### config.mk
export PLATFORM = sky130hd
export DESIGN_NAME = loadStoreUnit
export DESIGN_NICKNAME = d
export VERILOG_FILES = /design/src/lsuPkg.sv /design/src/loadStoreUnit.sv /design/src/lsuController.sv /design/src/lineRefiller.sv /design/src/tagDataArray.sv /design/src/storeMerger.sv /design/src/loadAligner.sv
export VERILOG_INCLUDE_DIRS = /design/src
export SDC_FILE = /design/constraint.sdc
export NUM_CORES = 2
export LEC_CHECK = 0
export ABC_CLOCK_PERIOD_IN_PS = 15000
export BUFFER_PORTS_ARGS = -buffer_cell sky130_fd_sc_hd__buf_2
export CAP_MARGIN = 40
export CORE_UTILIZATION = 53
export CTS_BUF_LIST = sky130_fd_sc_hd__clkbuf_4
export CTS_CLUSTER_SIZE = 8
export DETAILED_ROUTE_END_ITERATION = 8
export GPL_ROUTABILITY_DRIVEN = 0
export HOLD_SLACK_MARGIN = 0.12
export PLACE_DENSITY = 0.71
export SLEW_MARGIN = 20
export SYNTH_ARGS = -nofsm -noshare
export SYNTH_HDL_FRONTEND = slang
export SYNTH_SLANG_ARGS = --single-unit
### constraint.sdc
create_clock -name clk -period 15 [get_ports clk]
set_clock_uncertainty 0.2 [all_clocks]
set_input_delay 0.75 -clock clk [delete_from_list [all_inputs] [get_ports clk]]
set_output_delay 0.75 -clock clk [all_outputs]
set_load 0.1 [all_outputs]
### src/lsuConsts.svh
/*
 * Geometry of the data cache load/store unit
 *   address width, line size in bytes, index width
 *   derived offset, tag and line widths
 */

`ifndef LSU_CONSTS_SVH
`define LSU_CONSTS_SVH

`define LSU_ADDR_WIDTH 32

// 16 bytes per line, 16 lines
`define LSU_LINE_BYTES 16
`define LSU_INDEX_WIDTH 4

`define LSU_WORD_WIDTH 32
`define LSU_LINE_WIDTH (`LSU_LINE_BYTES * 8)

`define LSU_OFFSET_WIDTH $clog2(`LSU_LINE_BYTES)
`define LSU_TAG_WIDTH (`LSU_ADDR_WIDTH - `LSU_INDEX_WIDTH - `LSU_OFFSET_WIDTH)

`endif
### src/lsuPkg.sv
/*
 * Shared types of the load/store unit
 *   data word, cache line, byte mask and address fields
 *   command, access size and atomic operation enums
 *   request, result, memory request and tag entry structs
 */

`default_nettype none

`include "lsuConsts.svh"

package lsuPkg;

    typedef logic [`LSU_WORD_WIDTH-1:0] word_t;
    typedef logic [`LSU_ADDR_WIDTH-1:0] addr_t;
    typedef logic [`LSU_LINE_WIDTH-1:0] line_t;
    typedef logic [`LSU_LINE_BYTES-1:0] byteMask_t;

    typedef logic [`LSU_TAG_WIDTH-1:0] tag_t;
    typedef logic [`LSU_INDEX_WIDTH-1:0] index_t;
    typedef logic [`LSU_OFFSET_WIDTH-1:0] offset_t;
    typedef logic [`LSU_ADDR_WIDTH-`LSU_OFFSET_WIDTH-1:0] lineAddr_t;

    typedef enum logic [2:0] {
        CmdLoad,
        CmdStore,
        CmdLoadReserved,
        CmdStoreConditional,
        CmdAtomicMemOp
    } lsuCmd_t;

    // Sign handling of loads is carried separately by isUnsigned
    typedef enum logic [1:0] {
        SizeByte,
        SizeHalf,
        SizeWord
    } accessSize_t;

    typedef enum logic [3:0] {
        AtomicSwap,
        AtomicAdd,
        AtomicXor,
        AtomicAnd,
        AtomicOr,
        AtomicMin,
        AtomicMax,
        AtomicMinu,
        AtomicMaxu
    } atomicOp_t;

    typedef struct packed {
        lsuCmd_t cmd;
        accessSize_t size;
        logic isUnsigned;
        atomicOp_t atomicOp;
        word_t base;
        word_t imm;
        word_t storeData;
    } lsuRequest_t;

    typedef struct packed {
        addr_t addr;
        word_t value;
    } lsuResult_t;

    typedef struct packed {
        logic readReq;
        logic writeReq;
        lineAddr_t addr;
        line_t writeLine;
    } memRequest_t;

    typedef struct packed {
        logic valid;
        logic reserved;
        tag_t tag;
    } tagEntry_t;

endpackage

`default_nettype wire

### src/loadStoreUnit.sv
/*
 * Data cache load/store unit top level
 *   controller, tag and data array, memory port sequencer,
 *   load aligner and store merger
 */

`timescale 1ns/1ps
`default_nettype none

module loadStoreUnit
    import lsuPkg::*;
(
    input  logic        clk,
    input  logic        rst,
    input  logic        enable,
    input  lsuRequest_t req,
    output logic        done,
    output lsuResult_t  result,
    output memRequest_t mem,
    input  logic        grant,
    input  line_t       readLine
);
    index_t arrayIndex;
    logic tagWrite;
    tagEntry_t tagWriteValue;
    tagEntry_t tagRead;
    byteMask_t dataWriteMask;
    line_t dataWriteLine;
    line_t dataReadLine;

    word_t loadValue;
    line_t storeLine;
    byteMask_t storeMask;
    offset_t addrOffset;
    accessSize_t size;
    logic isUnsigned;
    word_t storeValue;

    logic refillStart;
    logic writeStart;
    lineAddr_t lineAddr;
    logic refillDone;
    index_t refillIndex;
    logic refillWrite;
    tag_t refillTag;
    line_t refillData;

    lsuController u_controller (
        .clk, .rst, .enable, .req, .done, .result,
        .arrayIndex, .tagWrite, .tagWriteValue, .tagRead,
        .dataWriteMask, .dataWriteLine, .dataReadLine,
        .loadValue, .storeLine, .storeMask,
        .refillStart, .writeStart, .lineAddr, .refillDone,
        .refillIndex, .refillWrite, .refillTag, .refillData,
        .addrOffset, .size, .isUnsigned, .storeValue
    );

    tagDataArray u_array (
        .clk, .rst,
        .index(arrayIndex),
        .tagWrite, .tagWriteValue, .tagRead,
        .dataWriteMask, .dataWriteLine, .dataReadLine
    );

    // Write-through sends the merged line built for the array
    lineRefiller u_refiller (
        .clk, .rst, .refillStart, .writeStart, .lineAddr,
        .writeLine(dataWriteLine),
        .mem, .grant, .readLine,
        .refillIndex, .refillWrite, .refillTag, .refillData, .refillDone
    );

    loadAligner u_loadAligner (
        .line(dataReadLine), .offset(addrOffset), .size, .isUnsigned, .value(loadValue)
    );

    storeMerger u_storeMerger (
        .line(storeLine), .mask(storeMask), .offset(addrOffset), .size, .value(storeValue)
    );

endmodule

`default_nettype wire

### src/lsuController.sv
/*
 * Load/store command controller
 *   command FSM with address generation and hit detection
 *   reservation handling for LR/SC
 *   atomic ALU
 *   array access arbitration against the refiller
 */

`timescale 1ns/1ps
`default_nettype none

`include "lsuConsts.svh"

module lsuController
    import lsuPkg::*;
(
    input  logic        clk,
    input  logic        rst,
    input  logic        enable,
    input  lsuRequest_t req,
    output logic        done,
    output lsuResult_t  result,
    output index_t      arrayIndex,
    output logic        tagWrite,
    output tagEntry_t   tagWriteValue,
    input  tagEntry_t   tagRead,
    output byteMask_t   dataWriteMask,
    output line_t       dataWriteLine,
    input  line_t       dataReadLine,
    input  word_t       loadValue,
    input  line_t       storeLine,
    input  byteMask_t   storeMask,
    output logic        refillStart,
    output logic        writeStart,
    output lineAddr_t   lineAddr,
    input  logic        refillDone,
    input  index_t      refillIndex,
    input  logic        refillWrite,
    input  tag_t        refillTag,
    input  line_t       refillData,
    output offset_t     addrOffset,
    output accessSize_t size,
    output logic        isUnsigned,
    output word_t       storeValue
);
    localparam int IndexLsb = `LSU_OFFSET_WIDTH;
    localparam int TagLsb = `LSU_OFFSET_WIDTH + `LSU_INDEX_WIDTH;

    typedef enum logic [2:0] {
        StateIdle,
        StateLoad,
        StateStore,
        StateRefill,
        StateWriteThrough,
        StateReserve
    } state_t;

    state_t stateReg;
    state_t stateNext;
    lsuRequest_t reqReg;
    addr_t addrReg;
    addr_t addrNext;
    word_t oldWordReg;
    logic doneNext;
    word_t valueNext;
    logic hit;
    line_t mergedLine;

    function automatic word_t atomicAlu(atomicOp_t op, word_t regValue, word_t memValue);
        unique case (op)
            AtomicSwap: return regValue;
            AtomicAdd:  return regValue + memValue;
            AtomicXor:  return regValue ^ memValue;
            AtomicAnd:  return regValue & memValue;
            AtomicOr:   return regValue | memValue;
            AtomicMin:  return ($signed(regValue) < $signed(memValue)) ? regValue : memValue;
            AtomicMax:  return ($signed(regValue) > $signed(memValue)) ? regValue : memValue;
            AtomicMinu: return (regValue < memValue) ? regValue : memValue;
            AtomicMaxu: return (regValue > memValue) ? regValue : memValue;
            default:    return '0;
        endcase
    endfunction

    assign addrNext = req.base + req.imm;
    assign addrOffset = addrReg[IndexLsb-1:0];
    assign lineAddr = addrReg[`LSU_ADDR_WIDTH-1:IndexLsb];
    assign hit = tagRead.valid && (tagRead.tag == addrReg[`LSU_ADDR_WIDTH-1:TagLsb]);

    // Reservations and atomics always work on whole words
    assign size = (reqReg.cmd inside {CmdLoad, CmdStore}) ? reqReg.size : SizeWord;
    assign isUnsigned = reqReg.isUnsigned;
    assign storeValue = (reqReg.cmd == CmdAtomicMemOp)
                      ? atomicAlu(reqReg.atomicOp, reqReg.storeData, oldWordReg)
                      : reqReg.storeData;

    always_comb begin
        for (int b = 0; b < `LSU_LINE_BYTES; b++) begin
            mergedLine[b*8 +: 8] = storeMask[b] ? storeLine[b*8 +: 8] : dataReadLine[b*8 +: 8];
        end
    end

    always_comb begin
        stateNext = stateReg;
        doneNext = 1'b0;
        valueNext = '0;
        refillStart = 1'b0;
        writeStart = 1'b0;
        arrayIndex = addrReg[TagLsb-1:IndexLsb];
        tagWrite = 1'b0;
        tagWriteValue = tagRead;
        dataWriteMask = '0;
        dataWriteLine = mergedLine;

        unique case (stateReg)
            StateIdle: begin
                // Array read starts with the fresh address
                arrayIndex = addrNext[TagLsb-1:IndexLsb];
                if (enable) begin
                    stateNext = (req.cmd == CmdStore) ? StateStore : StateLoad;
                end
            end
            StateLoad: begin
                if (!hit && reqReg.cmd == CmdStoreConditional) begin
                    doneNext = 1'b1;
                    valueNext = 32'd1;
                    stateNext = StateIdle;
                end else if (!hit) begin
                    refillStart = 1'b1;
                    stateNext = StateRefill;
                end else if (reqReg.cmd == CmdLoadReserved) begin
                    stateNext = StateReserve;
                end else if (reqReg.cmd == CmdAtomicMemOp) begin
                    stateNext = StateStore;
                end else if (reqReg.cmd == CmdStoreConditional) begin
                    if (tagRead.reserved) begin
                        stateNext = StateStore;
                    end else begin
                        doneNext = 1'b1;
                        valueNext = 32'd1;
                        stateNext = StateIdle;
                    end
                end else begin
                    doneNext = 1'b1;
                    valueNext = loadValue;
                    stateNext = StateIdle;
                end
            end
            StateStore: begin
                if (!hit) begin
                    refillStart = 1'b1;
                    stateNext = StateRefill;
                end else begin
                    // Any store drops the line's reservation
                    tagWrite = 1'b1;
                    tagWriteValue.reserved = 1'b0;
                    dataWriteMask = storeMask;
                    writeStart = 1'b1;
                    stateNext = StateWriteThrough;
                end
            end
            StateRefill: begin
                arrayIndex = refillIndex;
                tagWrite = refillWrite;
                tagWriteValue = '{valid: 1'b1, reserved: 1'b0, tag: refillTag};
                dataWriteMask = {`LSU_LINE_BYTES{refillWrite}};
                dataWriteLine = refillData;
                if (refillDone) begin
                    stateNext = (reqReg.cmd == CmdStore) ? StateStore : StateLoad;
                end
            end
            StateWriteThrough: begin
                if (refillDone) begin
                    doneNext = 1'b1;
                    valueNext = (reqReg.cmd == CmdAtomicMemOp) ? oldWordReg : '0;
                    stateNext = StateIdle;
                end
            end
            default: begin
                tagWrite = 1'b1;
                tagWriteValue.reserved = 1'b1;
                doneNext = 1'b1;
                valueNext = oldWordReg;
                stateNext = StateIdle;
            end
        endcase
    end

    always_ff @(posedge clk) begin
        if (rst) begin
            stateReg <= StateIdle;
            done <= 1'b0;
        end else begin
            stateReg <= stateNext;
            done <= doneNext;
        end
    end

    always_ff @(posedge clk) begin
        if (stateReg == StateIdle && enable) begin
            reqReg <= req;
            addrReg <= addrNext;
        end
        if (stateReg == StateLoad) begin
            oldWordReg <= loadValue;
        end
        if (doneNext) begin
            result.addr <= addrReg;
            result.value <= valueNext;
        end
    end

endmodule

`default_nettype wire

### src/lineRefiller.sv
/*
 * Memory port sequencer
 *   line refill: read request, array write with valid set
 *   write-through: sends the merged line and waits for grant
 */

`timescale 1ns/1ps
`default_nettype none

`include "lsuConsts.svh"

module lineRefiller
    import lsuPkg::*;
(
    input  logic        clk,
    input  logic        rst,
    input  logic        refillStart,
    input  logic        writeStart,
    input  lineAddr_t   lineAddr,
    input  line_t       writeLine,
    output memRequest_t mem,
    input  logic        grant,
    input  line_t       readLine,
    output index_t      refillIndex,
    output logic        refillWrite,
    output tag_t        refillTag,
    output line_t       refillData,
    output logic        refillDone
);
    typedef enum logic [1:0] {
        StateIdle,
        StateRequest,
        StateFinish
    } state_t;

    state_t state;

    always_ff @(posedge clk) begin
        if (rst) begin
            state <= StateIdle;
            mem.readReq <= 1'b0;
            mem.writeReq <= 1'b0;
        end else begin
            unique case (state)
                StateIdle: begin
                    if (refillStart || writeStart) begin
                        mem.readReq <= refillStart;
                        mem.writeReq <= writeStart;
                        state <= StateRequest;
                    end
                end
                StateRequest: begin
                    // Request held until the memory grants it
                    if (grant) begin
                        mem.readReq <= 1'b0;
                        mem.writeReq <= 1'b0;
                        state <= StateFinish;
                    end
                end
                default: begin
                    state <= StateIdle;
                end
            endcase
        end
    end

    always_ff @(posedge clk) begin
        if (state == StateIdle && (refillStart || writeStart)) begin
            mem.addr <= lineAddr;
            mem.writeLine <= writeLine;
        end
    end

    // Refill data goes into the array in the grant cycle
    assign refillWrite = (state == StateRequest) && grant && mem.readReq;
    assign refillData = readLine;
    assign refillIndex = mem.addr[`LSU_INDEX_WIDTH-1:0];
    assign refillTag = mem.addr[$bits(lineAddr_t)-1:`LSU_INDEX_WIDTH];
    assign refillDone = (state == StateFinish);

endmodule

`default_nettype wire

### src/tagDataArray.sv
/*
 * Direct-mapped cache storage
 *   valid vector cleared by reset
 *   reserved and tag memory
 *   byte-writable data memory, registered read on both
 */

`timescale 1ns/1ps
`default_nettype none

`include "lsuConsts.svh"

module tagDataArray
    import lsuPkg::*;
(
    input  logic      clk,
    input  logic      rst,
    input  index_t    index,
    input  logic      tagWrite,
    input  tagEntry_t tagWriteValue,
    output tagEntry_t tagRead,
    input  byteMask_t dataWriteMask,
    input  line_t     dataWriteLine,
    output line_t     dataReadLine
);
    localparam int Lines = 1 << `LSU_INDEX_WIDTH;

    logic [Lines-1:0] validBits;
    logic readValid;

    // Reserved bit on top of the tag
    logic [`LSU_TAG_WIDTH:0] tagMem [Lines];
    logic [`LSU_TAG_WIDTH:0] readTagBits;

    line_t dataMem [Lines];

    always_ff @(posedge clk) begin
        if (rst) begin
            validBits <= '0;
            readValid <= 1'b0;
        end else begin
            if (tagWrite) begin
                validBits[index] <= tagWriteValue.valid;
            end
            readValid <= validBits[index];
        end
    end

    always_ff @(posedge clk) begin
        if (tagWrite) begin
            tagMem[index] <= {tagWriteValue.reserved, tagWriteValue.tag};
        end
        readTagBits <= tagMem[index];

        for (int b = 0; b < `LSU_LINE_BYTES; b++) begin
            if (dataWriteMask[b]) begin
                dataMem[index][b*8 +: 8] <= dataWriteLine[b*8 +: 8];
            end
        end
        dataReadLine <= dataMem[index];
    end

    assign tagRead = '{valid: readValid, reserved: readTagBits[`LSU_TAG_WIDTH],
                       tag: readTagBits[`LSU_TAG_WIDTH-1:0]};

endmodule

`default_nettype wire

### src/storeMerger.sv
/*
 * Store data placement
 *   replicates the store value across the line
 *   and builds the byte write mask for its lane
 */

`timescale 1ns/1ps
`default_nettype none

`include "lsuConsts.svh"

module storeMerger
    import lsuPkg::*;
(
    output line_t       line,
    output byteMask_t   mask,
    input  offset_t     offset,
    input  accessSize_t size,
    input  word_t       value
);

    always_comb begin
        // Every lane carries the value, the mask picks the one written
        unique case (size)
            SizeByte: begin
                line = {`LSU_LINE_BYTES{value[7:0]}};
                mask = byteMask_t'(1'b1) << offset;
            end
            SizeHalf: begin
                line = {(`LSU_LINE_BYTES / 2){value[15:0]}};
                mask = byteMask_t'(2'b11) << offset;
            end
            default: begin
                line = {(`LSU_LINE_BYTES / 4){value}};
                mask = byteMask_t'(4'b1111) << offset;
            end
        endcase
    end

endmodule

`default_nettype wire

### src/loadAligner.sv
/*
 * Load data aligner
 *   selects a byte, halfword or word from a cache line
 *   and sign or zero extends it to a full word
 */

`timescale 1ns/1ps
`default_nettype none

module loadAligner
    import lsuPkg::*;
(
    input  line_t       line,
    input  offset_t     offset,
    input  accessSize_t size,
    input  logic        isUnsigned,
    output word_t       value
);
    word_t shifted;

    always_comb begin
        // Byte offset to bit shift
        shifted = word_t'(line >> {offset, 3'b000});

        unique case (size)
            SizeByte: begin
                value = isUnsigned ? {24'h0, shifted[7:0]}
                                   : {{24{shifted[7]}}, shifted[7:0]};
            end
            SizeHalf: begin
                value = isUnsigned ? {16'h0, shifted[15:0]}
                                   : {{16{shifted[15]}}, shifted[15:0]};
            end
            default: begin
                value = shifted;
            end
        endcase
    end

endmodule

`default_nettype wire

# After elaboration in Yosys (flattened, before gate mapping)
# Memory sizes are Yosys's and may differ from the RTL's. A register that Yosys moved wholly into a read port is not among the register bits.
# Cells that the tools add are included.
[totals] elab_cells=199 in_bits=238 ff_bits=351 n_memories=2 ram_bits=2448 out_inout_bits=223
[mem_list] memory="u_array.dataMem" words=16 word_bits=128 read_ports=1 rd_clocked_by_memory_dff=1 write_ports=1 line="tagDataArray.sv:35" text="line_t dataMem [Lines];"
[mem_list] memory="u_array.tagMem" words=16 word_bits=25 read_ports=1 rd_clocked_by_memory_dff=1 write_ports=1 line="tagDataArray.sv:32" text="logic [`LSU_TAG_WIDTH:0] tagMem [Lines];"
[classes] reduce_logical=21 addsub=2 n_shift=4 bitwise=3 magnitude_cmp=6 eq_ne=26 n_mux=117
[ops] operator="$mux 32" n=14
[ops] operator="$pmux 32 s9" n=1
[ops] operator="$pmux 128 s2" n=1
[ops] operator="$mux 128" n=1
[ops] operator="$mux 8" n=16
[ops] operator="$shr 128x7->32" n=1
[ops] operator="$pmux 32 s3" n=1
[ops] operator="$add 32x32->32" n=2
[ops] operator="$gt 32x32->1" n=2
[ops] operator="$lt 32x32->1" n=2
[ops] operator="$pmux 16 s2" n=2
[ops] operator="$pmux 32 s2" n=1
[ops] operator="$mux 1" n=50
[ops] operator="$and 32x32->32" n=1
[ops] operator="$or 32x32->32" n=1
[ops] operator="$xor 32x32->32" n=1
[ops] operator="$eq 24x24->1" n=1
[ops] operator="$mux 24" n=1
[ops] operator="$mux 3" n=8
[ops] operator="$mux 2" n=9
[ops] operator="$bwmux 16" n=1
[ops] operator="$eq 4x3->1 const B" n=4
[ops] operator="$mux 16" n=1
[ops] operator="$shl 1x4->16 const A" n=1
[ops] operator="other kinds (30)" n=56

# Longest topological paths before layout
[logic_depth] ltp_word=11 mapped_depth=16 ltp_nobuf=14

# Cells and area by module
# Synthesis repeated with hierarchy kept, for this count alone.
[hier_totals] cells_unflattened=6984 area_unflattened_um2=123801.2
[by_module_without_submodules] mod="tagDataArray" cells_each=4276 instances=1 area_per_inst_um2=97158.2 seq_area_each_um2=76913.8
[by_module_without_submodules] mod="lsuController" cells_each=1760 instances=1 area_per_inst_um2=15277.2 seq_area_each_um2=5185.0
[by_module_without_submodules] mod="lineRefiller" cells_each=337 instances=1 area_per_inst_um2=6053.3 seq_area_each_um2=4764.6
[by_module_without_submodules] mod="loadAligner" cells_each=411 instances=1 area_per_inst_um2=3844.9 seq_area_each_um2=0.0
[by_module_without_submodules] mod="storeMerger" cells_each=200 instances=1 area_per_inst_um2=1467.7 seq_area_each_um2=0.0

# Worst setup path before layout
# Ideal clock, no wire load.
[synth_path] path_type="register to register" start="register u_controller.stateReg[0]" end="register u_refiller.mem[0] (netlist name)" t_arrival_ps=4814 required_time_ps=14292 stages_incl_launch_ff=8 synth_period_minus_slack_ps=5522 setup_slack_ps=9478 path_buffers=1 setup_ps=508 cell_sequence="dfxtp_1 clkbuf_1 nand2_1 inv_1 nand2_1 nor2_1 o21ai_0 inv_1"
[synth_via] elab_chain_cells=4 word_cells_on_any_way=6 cone_classes="eq/ne: 2; mux: 2; reduce/logical: 2"
[synth_lines] item="from (decl)" line="lsuController.sv:58" text="state_t stateReg;"
[synth_lines] item="from (signal assigned)" line="lsuController.sv:190" text="stateReg <= StateIdle;"
[synth_lines] item="from (signal assigned)" line="lsuController.sv:193" text="stateReg <= stateNext;"
[synth_lines] item="$eq 3x2->1 / $eq 3x1->1 (equally long branches)" line="lsuController.sv:114" text="unique case (stateReg)"
[synth_lines] item="$pmux 1 s2 / $mux 1 (equally long branches)" line="lsuController.sv:114"
[synth_lines] item="$logic_or 1x1->1 (*)" line="lineRefiller.sv:68" text="if (state == StateIdle && (refillStart || writeStart)) begin"
[synth_lines] item="$logic_and 1x1->1 (*)" line="lineRefiller.sv:68"
# Every way passes the cells marked *; elsewhere a longest branch is shown, timed or not.
# A chain may end at the register's enable or synchronous reset.

# Final worst setup path
[layout_path] start="register u_controller.oldWordReg[22]" end="memory u_array.dataMem[12][48] (netlist bit) (data pin)"
[layout_via] elab_chain_cells=7 word_cells_on_any_way=13 cone_classes="order compare: 4; mux: 9"
[layout_lines] item="from (decl)" line="lsuController.sv:63" text="word_t oldWordReg;"
[layout_lines] item="from (signal assigned)" line="lsuController.sv:204" text="oldWordReg <= loadValue;"
[layout_lines] item="$gt 32x32->1 (tied with other cells)" line="lsuController.sv:79" text="AtomicMaxu: return (regValue > memValue) ? regValue : memValue;"
[layout_lines] item="$mux 32 (on tied branches)"
[layout_lines] item="$pmux 32 s9 (*)" line="lsuController.sv:70" text="unique case (op)"
[layout_lines] item="$mux 32 (*)" line="lsuController.sv:93" text="? atomicAlu(reqReg.atomicOp, reqReg.storeData, oldWordReg)"
[layout_lines] item="$pmux 128 s2 (*)" line="storeMerger.sv:24" text="unique case (size)"
[layout_lines] item="$mux 8 (*)" line="lsuController.sv:98" text="mergedLine[b*8 +: 8] = storeMask[b] ? storeLine[b*8 +: 8] : dataReadLine[b*8 +: 8];"
[layout_lines] item="$mux 128 (*)" line="lsuController.sv:114"
[layout_lines] item="named net dataWriteLine[48]" line="loadStoreUnit.sv:28" text="line_t dataWriteLine;"
[layout_lines] item="to (decl)" line="tagDataArray.sv:35"
# The timed path passes the listed nets; every way through them passes the cells marked *.

==> metrics.txt <==
status finished, final reports clean; maximum fanout along the worst path 12; HPWL after DPL approximately 260000 um; most common cell after layout, fill and taps aside nand2_1; CTS tree yes; register area share after synthesis 69.82%; # DRC 0; Chip Width roughly 500 um; Crit Path Class reg2reg; GRT Util Overall around a third; Max Fclk roughly 140 MHz; clk_lat worst skew ~1600 ps; Worst slew margin 18.25%; H-tree lvl count 6; slew at the pin closest to its max-slew limit approximately 1200 ps; clock root cell clkbuf_4; hold path startpoint readLine[65]; Worst setup SP type flop; number of flops mapped to enable cells by yosys 2774; Sink Count between 2000 and 3000; final cycle utilization of the critical path a little under half; Hold Crit Class in2reg; initial antenna violation count 28; DRT antenna net count 0; Critical Path AT 8000 ps; DR vias between 90000 and 100k; WHS Endpoint u_array.dataMem[0][65]; global-route wire length before repair ~600000 um; multi-input logic area between 30000 and 40000 sq um; P per Cell Area between 200 and 250 nW/um^2; max-slew violation total from the final report 0; CTS Buf Count roughly 740; top_reg_cell synth edfxtp_1; Crit. End Element flop; Avg Inst Size Synth ~12 sq um; final setup violation count 0; required time of the worst setup path 16010 ps; Die ar. ~240000 sq um; Worst Reg-to-Reg Cells 15; beginning of the worst register-to-register path u_controller.oldWordReg[22]; drt pass-1 iters 7; # Post-CTS Setup Buffers 0; Layout Nets 12010; setup TNS 0 ps; Core ar. between 200000 and 250000 sq um; Post-Route WL ~420000 um; hold path cells 4; final hold vios 0; Starting Density between 50% and 60%; # rows 177; synth warn 0; Bufs on Longest Clock Path 4; Via density just over 6; syn_nets about 11000; Ports about 460; fillers 17680; Sequential Area 86860 sq um; maxcap violations 0; Synth-to-Final Area Change 17.00%; WL/cell ~27 um; Tmin final around 7000 ps; leakage around 53 nW; FF-to-FF End u_array.dataMem[12][48]; maximum number of pins on one net before global-route repair about 190; Port Buf Inserts 460; Worst path slowest cell a31oi_1; CP bufs+invs 3; VDD IR-drop max 0.2142 mV; Netlist cell types 76; share of layout cells above drive strength 1 around 18%; cells after synthesis around 10000; clock-pin slew on the worst setup and hold paths ~70 ps; vias in the first global route about 90000; critical-path cell list inv_1 > ha_1 > nor2_1 > nand4_1 > a21oi_1 > or4_4 > nor2_1 > mux2i_2 > nand3_2 > a222oi_1 > buf_4 > nand2_1 > a31oi_1 > o21ai_1 > buf_4; cell family with most CP delay simple AND/OR/NAND/NOR gates; First DRT Iteration DRCs between 10000 and 15000; critical path's largest stage delay about 880 ps; flops & latches, synth approximately 3000; synthesized area ~120000 sq um; FF-to-FF setup slack 8010 ps; gr ovfl total 0; Hold Slack between 150 and 200 ps; most frequent cells in the layout nand2_1, edfxtp_1, nand3_1; RSZ-0062 raised after global routing no; die height between 400 and 500 um; Async SR Flop Fraction 0%
-- per-layer routing --
metal / wire length, um / part of all wire, % / track usage, % / vias to the layer above
li1: - / - / - / 41020
met1: 145800 / 35 / 44.38 / 45850
met2: 179100 / 43 / 49.50 / 7356
met3: 58110 / 14 / 10.46 / 1446
met4: 33470 / 8.0 / 24.98 / 10
met5: 62 / 0.015 / 0 / -
-- stage by stage --
stage                     utilization (%)  power [mW]  worst slack, ps  area, sq um  cells
after global placement              55.86       22.73             7394       130100  13450
after detailed placement            56.37       23.11             7497       131300  13560
after CTS                           62.14       29.94             8320       144800  15290
after global routing                62.46       31.47             8074       145500  15380
final                               62.48       30.41             8007       145600  15390
after floorplan                         -       18.80             9478       124400  10360
-- Yosys cell counts, drive strengths merged (22+ instances only) --
cell type,instances,area [sq um]
nand2,2781,10440
edfxtp,2774,83300
nand3,1295,6486
clkbuf,652,2447
nor2,483,1813
a311oi,311,2724
a21oi,250,1251
o21ai,250,1251
dfxtp,178,3563
and3,177,1107
a31oi,169,1057
mux2i,134,1345
ha,127,1589
inv,102,382.9
buf,74,291.5
a211oi,41,307.8
xnor2,41,359.1
mux4,38,855.8
a221oi,35,312.8
a21o,34,255.2
nor2b,34,212.7
a22o,33,289.0
a22oi,33,247.7
nor3,28,140.1
xor2,26,227.7
mux2,25,281.5
o211ai,22,165.2
-- tightest hold or removal path, cell delays in order --
cell and delay (ps):
dlygate4sd3_1 530, buf_2 150, nand2_1 80, o21ai_1 200
-- cell type report --
cell class              count  share of cell area, %
inverters                 104                 0.2734
flip-flops and latches   2952                  59.68
multi-input cells        6578                  23.98
clock inverters           228                 0.8261
diodes                     23                0.03954
well taps                3132                  2.692
clock buffers            1100                  5.673
repair buffers           1269                  6.836
-- where the power goes --
group	switching [mW]	internal, mW
Combinational	8.96	3.04
Clock	3.29	3.53
Sequential	0.761	10.8
Total	13.0	17.4
-- cells by family after synthesis --
family	share of synthesized area, %
adders and majority gates	1.309
DFF	69.82
muxes	1.995
xor gates and xnor gates	0.4717
buffers and inverters	2.515
AOI/OAI and AO/OA	7.185
and+or+nand+nor	16.70
-- state kept, by name, indices dropped and copies added (netlist names), 2 cells and up --
signal                   count
u_array.dataMem           2048
u_array.tagMem             400
u_refiller.mem             158
u_array.dataReadLine       128
u_controller.result         64
u_controller.reqReg         41
u_controller.addrReg        32
u_controller.oldWordReg     32
u_array.readTagBits         25
u_array.validBits           16
u_controller.stateReg        3
u_refiller.state             2
-- repair_timing --
action | in CTS | in global routing
resized for setup | 0 | 0
hold endpoints to repair | 2324 | 17
hold buffers | 397 | 1
-- how the worst max path moves through the flow --
stage | startpoint | to | slack (ps) | cells past startpoint
floorplan | u_controller.stateReg[0] | u_refiller.mem[0] | 9480 | 7
global placement | req[33] | u_array.dataReadLine[37] | 7390 | 16
detailed placement | req[67] | u_array.dataReadLine[40] | 7500 | 17
CTS | u_controller.stateReg[1] | u_array.dataReadLine[39] | 8320 | 13
global route | u_controller.oldWordReg[25] | u_array.dataMem[15][48] | 8070 | 15
finish | u_controller.oldWordReg[22] | u_array.dataMem[12][48] | 8010 | 15
(Power assumes the default switching activity.)
